### src/rename_pkg.sv
package rename_pkg;

    // physical register file size
    localparam int prf_num = 64;
    // bits needed to index a physical register
    localparam int preg_w = 6;

    // architectural register file size
    localparam int arch_num = 32;
    // bits needed to index an architectural register
    localparam int areg_w = 5;

    // registers free after reset, these are pregs 32 to 63
    // pregs 0 to 31 start out as the identity mapping
    localparam int free_init = 32;

    // instructions renamed per group
    localparam int dispatch_w = 2;

    // writeback ports that clear busy bits each cycle
    localparam int wb_w = 4;

    // physical register index
    typedef logic [preg_w-1:0] preg_t;

    // architectural register index
    typedef logic [areg_w-1:0] areg_t;

endpackage

### src/alloc_if.sv
`timescale 1ns/1ps

interface alloc_if;

    // lane wants a new preg, set by the map
    logic need_0;
    logic need_1;

    // free list can cover every raised need
    logic ready;

    // group accepted this cycle
    logic fire;

    // granted pregs in queue order
    rename_pkg::preg_t preg_0;
    rename_pkg::preg_t preg_1;

    // rename map raises needs and fires the group
    modport map_side (output need_0, need_1, fire, input ready, preg_0, preg_1);

    // free list answers with ready and the next free entries
    modport list_side (input need_0, need_1, fire, output ready, preg_0, preg_1);

    // busy table only watches the grants
    modport busy_side (input need_0, need_1, fire, preg_0, preg_1);

endinterface

### src/wb_if.sv
`timescale 1ns/1ps

interface wb_if;

    // one valid per writeback port
    logic valid_0;
    logic valid_1;
    logic valid_2;
    logic valid_3;

    // preg being written back on each port
    rename_pkg::preg_t preg_0;
    rename_pkg::preg_t preg_1;
    rename_pkg::preg_t preg_2;
    rename_pkg::preg_t preg_3;

    modport source (output valid_0, valid_1, valid_2, valid_3,
                    output preg_0, preg_1, preg_2, preg_3);

    modport sink (input valid_0, valid_1, valid_2, valid_3,
                  input preg_0, preg_1, preg_2, preg_3);

endinterface

### src/free_list.sv
`timescale 1ns/1ps

module free_list (
    input  logic              clk,
    input  logic              rst_n,
    input  logic              flush,
    alloc_if.list_side        alloc,
    input  logic              commit_valid_0,
    input  logic              commit_valid_1,
    input  rename_pkg::preg_t commit_preg_0,
    input  rename_pkg::preg_t commit_preg_1
);

    // queue storage, one slot per physical register
    rename_pkg::preg_t mem [rename_pkg::prf_num];

    // pointers wrap for free since depth is a power of two
    logic [rename_pkg::preg_w-1:0] head;
    logic [rename_pkg::preg_w-1:0] tail;
    logic [rename_pkg::preg_w-1:0] head_nxt;
    logic [rename_pkg::preg_w-1:0] tail_nxt;

    // count needs one more bit to reach a full queue
    logic [rename_pkg::preg_w:0] count;

    // per-group counts, never above dispatch_w
    logic [$clog2(rename_pkg::dispatch_w+1)-1:0] need_n;
    logic [$clog2(rename_pkg::dispatch_w+1)-1:0] pop_n;
    logic [$clog2(rename_pkg::dispatch_w+1)-1:0] push_n;

    logic push_0;
    logic push_1;

    // number of pregs the current group asks for
    assign need_n = {1'b0, alloc.need_0} + {1'b0, alloc.need_1};

    // enough entries left for this group
    assign alloc.ready = (count >= (rename_pkg::preg_w+1)'(need_n));

    // lane 0 always takes the head
    assign alloc.preg_0 = mem[head];

    // lane 1 skips over the head only if lane 0 takes it
    assign head_nxt = head + 1'b1;
    assign alloc.preg_1 = alloc.need_0 ? mem[head_nxt] : mem[head];

    // only pop what was granted at an accepted group
    assign pop_n = alloc.fire ? need_n : '0;

    // preg 0 is hard-wired, a commit of it carries no register
    assign push_0 = commit_valid_0 && (commit_preg_0 != '0);
    assign push_1 = commit_valid_1 && (commit_preg_1 != '0);
    assign push_n = {1'b0, push_0} + {1'b0, push_1};

    // lane 1 lands behind lane 0 when both commit
    assign tail_nxt = push_0 ? tail + 1'b1 : tail;

    always_ff @(posedge clk) begin
        if (!rst_n || flush) begin
            // reload the upper half of the file in order
            for (int i = 0; i < rename_pkg::free_init; i++) begin
                mem[i] <= rename_pkg::preg_t'(rename_pkg::free_init + i);
            end
            head  <= '0;
            tail  <= rename_pkg::preg_w'(rename_pkg::free_init);
            count <= (rename_pkg::preg_w+1)'(rename_pkg::free_init);
        end else begin
            if (push_0) begin
                mem[tail] <= commit_preg_0;
            end
            if (push_1) begin
                mem[tail_nxt] <= commit_preg_1;
            end
            // pop and push share the edge
            head  <= head + rename_pkg::preg_w'(pop_n);
            tail  <= tail + rename_pkg::preg_w'(push_n);
            count <= count + (rename_pkg::preg_w+1)'(push_n)
                           - (rename_pkg::preg_w+1)'(pop_n);
        end
    end

endmodule

### src/rename_map.sv
`timescale 1ns/1ps

module rename_map (
    input  logic              clk,
    input  logic              rst_n,
    input  logic              flush,
    input  logic              in_valid,
    input  logic              in_dst_we_0,
    input  logic              in_dst_we_1,
    input  rename_pkg::areg_t in_dst_areg_0,
    input  rename_pkg::areg_t in_dst_areg_1,
    input  rename_pkg::areg_t in_src1_areg_0,
    input  rename_pkg::areg_t in_src1_areg_1,
    input  rename_pkg::areg_t in_src2_areg_0,
    input  rename_pkg::areg_t in_src2_areg_1,
    alloc_if.map_side         alloc,
    output logic              out_valid,
    output rename_pkg::preg_t out_dst_preg_0,
    output rename_pkg::preg_t out_dst_preg_1,
    output rename_pkg::preg_t out_old_preg_0,
    output rename_pkg::preg_t out_old_preg_1,
    output rename_pkg::preg_t out_src1_preg_0,
    output rename_pkg::preg_t out_src1_preg_1,
    output rename_pkg::preg_t out_src2_preg_0,
    output rename_pkg::preg_t out_src2_preg_1,
    output rename_pkg::preg_t src1_preg_0,
    output rename_pkg::preg_t src1_preg_1,
    output rename_pkg::preg_t src2_preg_0,
    output rename_pkg::preg_t src2_preg_1
);

    // speculative map, one preg per arch register
    rename_pkg::preg_t map_q [rename_pkg::arch_num];

    // previous mapping of each destination
    rename_pkg::preg_t old_0;
    rename_pkg::preg_t old_1;

    // lane 1 names the register lane 0 is renaming
    logic fwd_src1;
    logic fwd_src2;
    logic fwd_dst;

    // r0 never gets a new preg
    assign alloc.need_0 = in_valid && in_dst_we_0 && (in_dst_areg_0 != '0);
    assign alloc.need_1 = in_valid && in_dst_we_1 && (in_dst_areg_1 != '0);

    // accept needs the free list to cover the whole group
    assign alloc.fire = in_valid && alloc.ready;

    // lane 0 reads the table as is
    assign src1_preg_0 = map_q[in_src1_areg_0];
    assign src2_preg_0 = map_q[in_src2_areg_0];
    assign old_0       = map_q[in_dst_areg_0];

    // need_0 already excludes r0, so r0 reads stay at preg 0
    assign fwd_src1 = alloc.need_0 && (in_src1_areg_1 == in_dst_areg_0);
    assign fwd_src2 = alloc.need_0 && (in_src2_areg_1 == in_dst_areg_0);
    assign fwd_dst  = alloc.need_0 && (in_dst_areg_1 == in_dst_areg_0);

    // lane 1 sees lane 0's new preg instead of the stale entry
    assign src1_preg_1 = fwd_src1 ? alloc.preg_0 : map_q[in_src1_areg_1];
    assign src2_preg_1 = fwd_src2 ? alloc.preg_0 : map_q[in_src2_areg_1];
    assign old_1       = fwd_dst ? alloc.preg_0 : map_q[in_dst_areg_1];

    // table update
    always_ff @(posedge clk) begin
        if (!rst_n || flush) begin
            // identity map, arch reg n lives in preg n
            for (int i = 0; i < rename_pkg::arch_num; i++) begin
                map_q[i] <= rename_pkg::preg_t'(i);
            end
        end else if (alloc.fire) begin
            if (alloc.need_0) begin
                map_q[in_dst_areg_0] <= alloc.preg_0;
            end
            // written last so lane 1 wins a shared destination
            if (alloc.need_1) begin
                map_q[in_dst_areg_1] <= alloc.preg_1;
            end
        end
    end

    // result valid one cycle after accept
    always_ff @(posedge clk) begin
        if (!rst_n || flush) begin
            out_valid <= 1'b0;
        end else begin
            out_valid <= alloc.fire;
        end
    end

    // result payload, only meaningful with out_valid
    always_ff @(posedge clk) begin
        if (alloc.fire) begin
            // lanes without a real destination report preg 0 twice
            out_dst_preg_0  <= alloc.need_0 ? alloc.preg_0 : '0;
            out_dst_preg_1  <= alloc.need_1 ? alloc.preg_1 : '0;
            out_old_preg_0  <= alloc.need_0 ? old_0 : '0;
            out_old_preg_1  <= alloc.need_1 ? old_1 : '0;
            out_src1_preg_0 <= src1_preg_0;
            out_src1_preg_1 <= src1_preg_1;
            out_src2_preg_0 <= src2_preg_0;
            out_src2_preg_1 <= src2_preg_1;
        end
    end

endmodule

### src/busy_table.sv
`timescale 1ns/1ps

module busy_table (
    input  logic              clk,
    input  logic              rst_n,
    input  logic              flush,
    alloc_if.busy_side        alloc,
    wb_if.sink                wb,
    input  rename_pkg::preg_t rd_preg_0,
    input  rename_pkg::preg_t rd_preg_1,
    input  rename_pkg::preg_t rd_preg_2,
    input  rename_pkg::preg_t rd_preg_3,
    output logic              busy_0,
    output logic              busy_1,
    output logic              busy_2,
    output logic              busy_3
);

    // one bit per preg, set while a result is outstanding
    logic [rename_pkg::prf_num-1:0] busy_q;

    // pregs granted and pregs written back this cycle
    logic [rename_pkg::prf_num-1:0] set_vec;
    logic [rename_pkg::prf_num-1:0] clr_vec;

    // writeback ports gathered for looping
    logic [rename_pkg::wb_w-1:0] wb_valid;
    rename_pkg::preg_t           wb_preg [rename_pkg::wb_w];

    // read ports, 0/1 are lane 0 src1/src2, 2/3 are lane 1
    rename_pkg::preg_t rd   [4];
    logic [3:0]        busy_now;

    assign wb_valid = {wb.valid_3, wb.valid_2, wb.valid_1, wb.valid_0};
    assign wb_preg[0] = wb.preg_0;
    assign wb_preg[1] = wb.preg_1;
    assign wb_preg[2] = wb.preg_2;
    assign wb_preg[3] = wb.preg_3;

    assign rd[0] = rd_preg_0;
    assign rd[1] = rd_preg_1;
    assign rd[2] = rd_preg_2;
    assign rd[3] = rd_preg_3;

    always_comb begin
        clr_vec = '0;
        for (int i = 0; i < rename_pkg::wb_w; i++) begin
            if (wb_valid[i]) begin
                clr_vec[wb_preg[i]] = 1'b1;
            end
        end
        set_vec = '0;
        if (alloc.fire && alloc.need_0) begin
            set_vec[alloc.preg_0] = 1'b1;
        end
        if (alloc.fire && alloc.need_1) begin
            set_vec[alloc.preg_1] = 1'b1;
        end
        // preg 0 is the zero register and is never busy
        set_vec[0] = 1'b0;
    end

    always_comb begin
        for (int i = 0; i < 4; i++) begin
            // same-cycle writeback already counts as ready
            busy_now[i] = busy_q[rd[i]] && !clr_vec[rd[i]];
        end
        // lane 1 reading lane 0's fresh destination waits on it
        busy_now[2] = busy_now[2] || (alloc.need_0 && (rd[2] == alloc.preg_0));
        busy_now[3] = busy_now[3] || (alloc.need_0 && (rd[3] == alloc.preg_0));
    end

    // clear beats set when both name the same preg
    always_ff @(posedge clk) begin
        if (!rst_n || flush) begin
            busy_q <= '0;
        end else begin
            busy_q <= (busy_q | set_vec) & ~clr_vec;
        end
    end

    // captured with the rename result
    always_ff @(posedge clk) begin
        if (alloc.fire) begin
            busy_0 <= busy_now[0];
            busy_1 <= busy_now[1];
            busy_2 <= busy_now[2];
            busy_3 <= busy_now[3];
        end
    end

endmodule

### src/rename_stage.sv
`timescale 1ns/1ps

module rename_stage (
    input  logic              clk,
    input  logic              rst_n,
    input  logic              flush,
    // dispatch side
    input  logic              in_valid,
    output logic              in_ready,
    input  logic              in_dst_we_0,
    input  logic              in_dst_we_1,
    input  rename_pkg::areg_t in_dst_areg_0,
    input  rename_pkg::areg_t in_dst_areg_1,
    input  rename_pkg::areg_t in_src1_areg_0,
    input  rename_pkg::areg_t in_src1_areg_1,
    input  rename_pkg::areg_t in_src2_areg_0,
    input  rename_pkg::areg_t in_src2_areg_1,
    // rename result, one cycle after accept
    output logic              out_valid,
    output rename_pkg::preg_t out_dst_preg_0,
    output rename_pkg::preg_t out_dst_preg_1,
    output rename_pkg::preg_t out_old_preg_0,
    output rename_pkg::preg_t out_old_preg_1,
    output rename_pkg::preg_t out_src1_preg_0,
    output rename_pkg::preg_t out_src1_preg_1,
    output rename_pkg::preg_t out_src2_preg_0,
    output rename_pkg::preg_t out_src2_preg_1,
    output logic              out_src1_busy_0,
    output logic              out_src1_busy_1,
    output logic              out_src2_busy_0,
    output logic              out_src2_busy_1,
    // writeback clears
    input  logic              wb_valid_0,
    input  logic              wb_valid_1,
    input  logic              wb_valid_2,
    input  logic              wb_valid_3,
    input  rename_pkg::preg_t wb_preg_0,
    input  rename_pkg::preg_t wb_preg_1,
    input  rename_pkg::preg_t wb_preg_2,
    input  rename_pkg::preg_t wb_preg_3,
    // commit releases
    input  logic              commit_valid_0,
    input  logic              commit_valid_1,
    input  rename_pkg::preg_t commit_preg_0,
    input  rename_pkg::preg_t commit_preg_1
);

    alloc_if alloc_bus ();
    wb_if    wb_bus ();

    // unregistered source lookups feeding the busy reads
    rename_pkg::preg_t src1_preg_0;
    rename_pkg::preg_t src1_preg_1;
    rename_pkg::preg_t src2_preg_0;
    rename_pkg::preg_t src2_preg_1;

    // dispatch stalls only on free-list space
    assign in_ready = alloc_bus.ready;

    assign wb_bus.valid_0 = wb_valid_0;
    assign wb_bus.valid_1 = wb_valid_1;
    assign wb_bus.valid_2 = wb_valid_2;
    assign wb_bus.valid_3 = wb_valid_3;
    assign wb_bus.preg_0  = wb_preg_0;
    assign wb_bus.preg_1  = wb_preg_1;
    assign wb_bus.preg_2  = wb_preg_2;
    assign wb_bus.preg_3  = wb_preg_3;

    rename_map u_map (
        .clk(clk), .rst_n(rst_n), .flush(flush),
        .in_valid(in_valid),
        .in_dst_we_0(in_dst_we_0), .in_dst_we_1(in_dst_we_1),
        .in_dst_areg_0(in_dst_areg_0), .in_dst_areg_1(in_dst_areg_1),
        .in_src1_areg_0(in_src1_areg_0), .in_src1_areg_1(in_src1_areg_1),
        .in_src2_areg_0(in_src2_areg_0), .in_src2_areg_1(in_src2_areg_1),
        .alloc(alloc_bus.map_side),
        .out_valid(out_valid),
        .out_dst_preg_0(out_dst_preg_0), .out_dst_preg_1(out_dst_preg_1),
        .out_old_preg_0(out_old_preg_0), .out_old_preg_1(out_old_preg_1),
        .out_src1_preg_0(out_src1_preg_0), .out_src1_preg_1(out_src1_preg_1),
        .out_src2_preg_0(out_src2_preg_0), .out_src2_preg_1(out_src2_preg_1),
        .src1_preg_0(src1_preg_0), .src1_preg_1(src1_preg_1),
        .src2_preg_0(src2_preg_0), .src2_preg_1(src2_preg_1)
    );

    free_list u_free (
        .clk(clk), .rst_n(rst_n), .flush(flush),
        .alloc(alloc_bus.list_side),
        .commit_valid_0(commit_valid_0), .commit_valid_1(commit_valid_1),
        .commit_preg_0(commit_preg_0), .commit_preg_1(commit_preg_1)
    );

    // read ports in lane order, src1 then src2
    busy_table u_busy (
        .clk(clk), .rst_n(rst_n), .flush(flush),
        .alloc(alloc_bus.busy_side),
        .wb(wb_bus.sink),
        .rd_preg_0(src1_preg_0), .rd_preg_1(src2_preg_0),
        .rd_preg_2(src1_preg_1), .rd_preg_3(src2_preg_1),
        .busy_0(out_src1_busy_0), .busy_1(out_src2_busy_0),
        .busy_2(out_src1_busy_1), .busy_3(out_src2_busy_1)
    );

endmodule

### config.mk
export PLATFORM = sky130hd
export DESIGN_NAME = rename_stage
export DESIGN_NICKNAME = d
export VERILOG_FILES = /design/src/rename_pkg.sv /design/src/alloc_if.sv /design/src/wb_if.sv /design/src/free_list.sv /design/src/rename_map.sv /design/src/busy_table.sv /design/src/rename_stage.sv
export SDC_FILE = /design/constraint.sdc
export NUM_CORES = 2
export LEC_CHECK = 0
export CORE_ASPECT_RATIO = 1.75
export CORE_MARGIN = 1.5
export CORE_UTILIZATION = 59
export DETAILED_ROUTE_END_ITERATION = 7
export DONT_BUFFER_PORTS = 1
export MAX_ROUTING_LAYER = met4
export PLACE_DENSITY = 0.81
export SLEW_MARGIN = 10
export SYNTH_ARGS = -nofsm -noshare
export SYNTH_HDL_FRONTEND = slang
export SYNTH_SLANG_ARGS = --single-unit
### constraint.sdc
create_clock -name clk -period 6.45 [get_ports clk]
set_clock_uncertainty 0.2 [all_clocks]
set_input_delay 0.9675 -clock clk [delete_from_list [all_inputs] [get_ports clk]]
set_output_delay 0.9675 -clock clk [all_outputs]
set_load 0.1 [all_outputs]
After elaboration in Yosys (flattened, before gate mapping)

Memory sizes are Yosys's and may differ from the RTL's. A register that Yosys moved wholly into a read port is not among the register bits.
Cells that the tools add are included.

Output and inout bits: 54
Bits in registers: 130
Input port bits: 78
Memory bits (writable): 576
Memories: 2

Memory list:

| memory      | words | bits a word | read ports | clocked after memory_dff | wr ports | line             | text |
|---|---|---|---|---|---|---|---|
| u_free.mem  | 64    | 6           | 2          | 1                        | 32       | free_list.sv:15  | `rename_pkg::preg_t mem [rename_pkg::prf_num];` |
| u_map.map_q | 32    | 6           | 6          | 1                        | 32       | rename_map.sv:33 | `rename_pkg::preg_t map_q [rename_pkg::arch_num];` |

Order comparisons: 17
Equal/unequal tests: 5
Bitwise logic cells: 7
Reductions and logical operators: 41
Muxes and demuxes: 69
Add/subtract/negate cells: 8

Operators with widths:

| kind                  | number |
|---|---|
| $mux W64              | 6 |
| $or A64 B64 Y64       | 5 |
| $mux W6               | 12 |
| $lt A6 B7 Y1 const B  | 10 |
| $and A64 B64 Y64      | 1 |
| $not A64 Y64          | 1 |
| $bmux W1 S6           | 8 |
| $demux W1 S6          | 6 |
| $ge A6 B1 Y1 const B  | 6 |
| $mux W1               | 34 |
| $logic_and A1 B1 Y1   | 24 |
| $reduce_or A6 Y1      | 4 |
| $eq A5 B5 Y1          | 3 |
| $add A6 B1 Y6 const B | 2 |
| $add A6 B2 Y6         | 2 |
| $eq A6 B6 Y1          | 2 |
| $reduce_bool A6 Y1    | 2 |
| $mux W5               | 2 |
| $reduce_bool A5 Y1    | 2 |
| $add A7 B2 Y7         | 1 |
| $ge A7 B2 Y1          | 1 |
| $sub A7 B2 Y7         | 1 |
| $logic_not A1 Y1      | 6 |
| $add A1 B1 Y2         | 2 |
| other kinds (2)       | 4 |

Logic depth before layout (Yosys ltp)

Word-level depth: 16
Depth in mapped cells: 28

Cells and area by module

A second synthesis with hierarchy kept.

Cells, all modules: 4652
Area, all modules: 54663.7 µm²

Modules (own cells, without submodules):

| module     | area an instance (µm²) | seq. area each (µm²) | times used | cells each |
|---|---|---|---|---|
| free_list  | 25269.2                | 11911.4              | 1          | 2039 |
| rename_map | 19989.2                | 7226.9               | 1          | 1533 |
| busy_table | 9405.3                 | 1401.3               | 1          | 1080 |

Worst setup path after synthesis

OpenSTA, ideal clock, no wires.

Path type: in2reg
Start: in in_dst_areg_1[3]
End: reg u_free.count[5] in the netlist's numbering
Setup time: 63 ps
Setup slack: -976 ps
Stages on the path: 22
Arrival time: 7163 ps
Data required time: 6187 ps
Path through: clkbuf_1 -> or3_1 -> o311ai_1 -> inv_1 -> ha_1 -> ha_1 -> nand4_1 -> o21ai_0 -> a21o_1 -> and2_1 -> nand2_1 -> inv_1 -> fa_1 -> inv_1 -> ha_1 -> a21o_1 -> a21oi_1 -> nor2_1 -> nor2_1 -> nor2_1 -> or3_1 -> nand3_1

Cells in the longest elaborated chain, start to end: 7

RTL lines:

| element              | line               | text |
|---|---|---|
| from (decl)          | rename_stage.sv:13 | `input rename_pkg::areg_t in_dst_areg_1,` |
| $reduce_bool A5 Y1   | rename_map.sv:46   | `assign alloc.need_1 = in_valid && in_dst_we_1 && (in_dst_areg_1 != '0);` |
| $logic_and A1 B1 Y1  | rename_map.sv:46   |  |
| via alloc_bus.need_1 | alloc_if.sv:7      | `logic need_1;` |
| $add A1 B1 Y2        | free_list.sv:35    | `assign need_n = {1'b0, alloc.need_0} + {1'b0, alloc.need_1};` |
| $ge A7 B2 Y1         | free_list.sv:38    | `assign alloc.ready = (count >= (rename_pkg::preg_w+1)'(need_n));` |
| via in_ready         | rename_stage.sv:9  | `output logic in_ready,` |
| $logic_and A1 B1 Y1  | rename_map.sv:49   | `assign alloc.fire = in_valid && alloc.ready;` |
| via alloc_bus.fire   | alloc_if.sv:13     | `logic fire;` |
| $mux W2              | free_list.sv:48    | `assign pop_n = alloc.fire ? need_n : '0;` |
| $sub A7 B2 Y7        | free_list.sv:78    | `- (rename_pkg::preg_w+1)'(pop_n);` |
| to (signal assigned) | free_list.sv:66    | `count <= (rename_pkg::preg_w+1)'(rename_pkg::free_init);` |
| to (signal assigned) | free_list.sv:77    | `count <= count + (rename_pkg::preg_w+1)'(push_n)` |
| to (decl)            | free_list.sv:24    | `logic [rename_pkg::preg_w:0] count;` |

The timed path passes the listed nets, and every way through them passes these cells.
A chain may end at the register's enable or synchronous reset.

Worst setup path after layout

Start: reg u_free.head[2] in the netlist's numbering
End: reg u_busy.busy_q[47] in the netlist's numbering

Cells in the longest elaborated chain, start to end: 11
Elaborated cells between the ends (all ways): 12
Those cells by class: add/sub (1); order compare (2); mux (4); bitwise (3); reduce/logical (1); memory (1)

RTL lines:

| element                                                            | line             | text |
|---|---|---|
| from (decl)                                                        | free_list.sv:18  | `logic [rename_pkg::preg_w-1:0] head;` |
| from (signal assigned)                                             | free_list.sv:75  | `head <= head + rename_pkg::preg_w'(pop_n);` |
| $add A6 B1 Y6 *                                                    | free_list.sv:44  | `assign head_nxt = head + 1'b1;` |
| $mem_v2 Z64 W6 *                                                   | n/a              |  |
| $mux W6 *                                                          | free_list.sv:45  | `assign alloc.preg_1 = alloc.need_0 ? mem[head_nxt] : mem[head];` |
| $lt A6 B7 Y1 (not written as such) or $ge A6 B1 Y1 (tied branches) | busy_table.sv:57 | `set_vec[alloc.preg_1] = 1'b1;` |
| $logic_and A1 B1 Y1 (not written as such)                          | busy_table.sv:57 |  |
| $mux W1 (not written as such)                                      | busy_table.sv:57 |  |
| $demux W1 S6 *                                                     | n/a              |  |
| $or A64 B64 Y64 (no line) *                                        | n/a              |  |
| $mux W64 *                                                         | busy_table.sv:56 | `if (alloc.fire && alloc.need_1) begin` |
| $or A64 B64 Y64 *                                                  | busy_table.sv:78 | `busy_q <= (busy_q \| set_vec) & ~clr_vec;` |
| $and A64 B64 Y64 *                                                 | busy_table.sv:78 |  |
| to (signal assigned)                                               | busy_table.sv:78 |  |
| to (decl)                                                          | busy_table.sv:20 | `logic [rename_pkg::prf_num-1:0] busy_q;` |

Mark *: on every way between the ends. The rest lies on a longest branch, timed or not.

==> flow_summary.json <==
{
  "status": "complete, but fails checks",
  "violations": "DRC",
  "start_kind": "register",
  "drcViolationCount": 1,
  "ys.flop_type": "edfxtp_1",
  "finalHoldViolations": 0,
  "p_leak_uw": 0.01642,
  "r2r_start": "u_free.head[2]$_SDFF_PP0_",
  "setup_viol": 0,
  "ff_latch_area_um2": 20550,
  "syn_to_final_growth_pct": 6.386,
  "cts_tree": "built",
  "syn_inst": 4522,
  "grt_pass1_vias": 44090,
  "design_area_um2": 54710,
  "final_cell_count_no_fill": 5535,
  "grt_pass1_wl_um": 331300,
  "port_buffers": 0,
  "max-clock-path-buffers": 3,
  "critical_path_buf_inv_count": 1,
  "required_ps": 6870,
  "nets": 4379,
  "timing.fmax_mhz": 156.5,
  "worst_pin_slew_ps": 1372,
  "rsz0062_at_grt": "false",
  "layout-drive-gt1-share_pct": 20.55,
  "placed_area_um2": 52030,
  "end_kind": "register",
  "syn_avg_cell_area_um2": 11.37,
  "die_width_um": 226.2,
  "period_share_pct": 99.04,
  "crit_slowest_cell": "dfxtp_1",
  "placedCellCount": 5359,
  "cp_top_family": "compound AO/OA/AOI/OAI gates",
  "async_reset_ff_share_pct": 0,
  "clock-sinks": 712,
  "crit_path_max_fanout": 22,
  "synth_common_cells": "edfxtp_1 (628), mux4_2 (505), nand2_1 (455)",
  "arrival_ps": 6810,
  "max_cap_viol_count": 0,
  "drv_slew": 0,
  "synth_top_cell_area_share_pct": 36.67,
  "peakVddDrop_uv": 240.7,
  "post-cts-setup-buffers": 0,
  "hpwl_um": 160500,
  "crit_type": "reg -> reg",
  "wl_um": 231500,
  "num_rows": 143,
  "via_per_inst": 8.367,
  "synth_top_cell_by_area": "edfxtp_1",
  "fin_tns_setup_ps": 0,
  "yosysUniqueCellTypes": 102,
  "slowest_delay_ps": 1180,
  "die_h_um": 393.6,
  "crit_top_cell": "a22oi_1",
  "num_vias": 46310,
  "synth_area_leaders": "edfxtp_1 (37%), mux4_2 (22%), o22ai_1 (3.4%), nand2_1 (3.3%), dfxtp_1 (3.3%)",
  "multi_input_area_um2": 28750,
  "yosysMostFrequentCell": "edfxtp_1",
  "drt_iter0_drc": 8153,
  "grt_max_degree": 66,
  "gp_congestion": 1.090,
  "min_from": "in_valid",
  "core_area_um2": 86600,
  "ios": 132,
  "die_area_um2": 89020,
  "wire_per_inst_um": 41.83,
  "path_cells": "nor2b_1 -> a22oi_1 -> nand2_1 -> a22oi_1 -> o221a_1 -> nor2_1 -> a21oi_4 -> inv_6 -> nor3_4 -> a221oi_1 -> nor4_2",
  "gr-total-overflow": 0,
  "synth.yosys.seq_area_share_pct": 39.94,
  "min_path_type": "in -> reg",
  "grt_usage_pct": 55.01,
  "slew_headroom_pct": 8.360,
  "cts_resized": 0,
  "clock_latency_ps": 710,
  "cts_made_buffers": 70,
  "synth_seq_cells": 712,
  "synth-edff-count": 628,
  "antenna_found_initial": 42,
  "clock-root-buffer": "clkbuf_16",
  "hold_ws_ps": 236.7,
  "antenna_left": 0,
  "p_per_area_nw_per_um2": 224.9,
  "clk_pin_slew_ps": 70,
  "fin_crit_ps": 6388,
  "ctsHoldBuffers": 0,
  "cp-startpoint": "u_free.head[2]$_SDFF_PP0_",
  "htreeDepth": 3,
  "initial_core_util_pct": 59.39,
  "drtPass1Iterations": 8,
  "synth_warnings": 0,
  "syn_area_um2": 51430,
  "fill_cells": 6775
}
-- where the power goes --
group	total, uW	switching, uW	internal (uW)
Sequential	5720	563	5160
Clock	4640	2020	2620
Combinational	1940	1240	707
Total	12300	3820	8480
-- final timing paths --
kind,to,slack (ps),cells after the start
max,u_busy.busy_q[47]$_SDFF_PP0_,60,11
min,u_map.out_valid$_SDFF_PP0_,240,1
max reg2reg,u_busy.busy_q[47]$_SDFF_PP0_,60,11
min reg2reg,u_busy.busy_q[16]$_SDFF_PP0_,350,2
-- logic make-up (layout without fill, tap and decap cells) --
group                    count (synthesis)  count (layout)  share of synthesized area (%)
flip-flops                             712             712                          39.94
multiplexers                           714             714                          26.32
XOR/XNOR                                37              37                         0.6301
other                                    1              50                       0.007292
AO/OA/AOI/OAI                         1168            1168                          14.98
buffers and inverters                  540             344                          4.508
adder cells (fa/ha/maj)                 27              27                         0.7153
AND/OR/NAND/NOR                       1323            1323                          12.90
-- placed cells by master (no fill, tap or decap), types with 81 or more instances in the layout --
cell	n
o22ai_1	276
inv_1	81
edfxtp_1	628
mux4_2	505
o21ai_0	296
nand3_1	145
mux2i_1	164
nor2_1	259
a22oi_1	149
nor3_1	82
a21oi_1	115
nand2_1	454
buf_4	117
dfxtp_1	82
-- per-layer routing --
layer	routed length (um)	part of all wire, %	vias to the layer above	GRT usage [%]
li1	-	-	17810	-
met1	64990	28	22150	54.76
met2	102500	44	4727	77.99
met3	33550	14	1616	25.85
met4	30470	13	0	52.20
met5	0	0	-	-
-- area by class of cell --
cell class / instances / share of cell area, %
Inverter: 92 / 0.6426
Tap cell: 1160 / 2.653
Clock inverter: 47 / 1.228
Sequential cell: 712 / 37.55
Antenna cell: 44 / 0.2012
Timing Repair Buffer: 123 / 1.793
Clock buffer: 82 / 3.380
Multi-Input combinational cell: 3275 / 52.55
-- per-stage QoR --
step           setup WS, ps  power, uW  util, %
6_report              61.80      12310    63.18
2_1_floorplan         208.6       7092        -
3_5_place_dp          605.1       7614    60.08
4_1_cts                1086      12110    62.99
3_3_place_gp          721.7       7589    60.08
5_1_grt               189.4      12460    63.17
-- registers in the layout, indices dropped and copies added (netlist names), 7 cells and up --
register	cells
u_free.mem	384
u_free.count	7
u_busy.busy_q	64
u_map.map_q	192
Note: power is estimated with default switching activity, not from simulation.
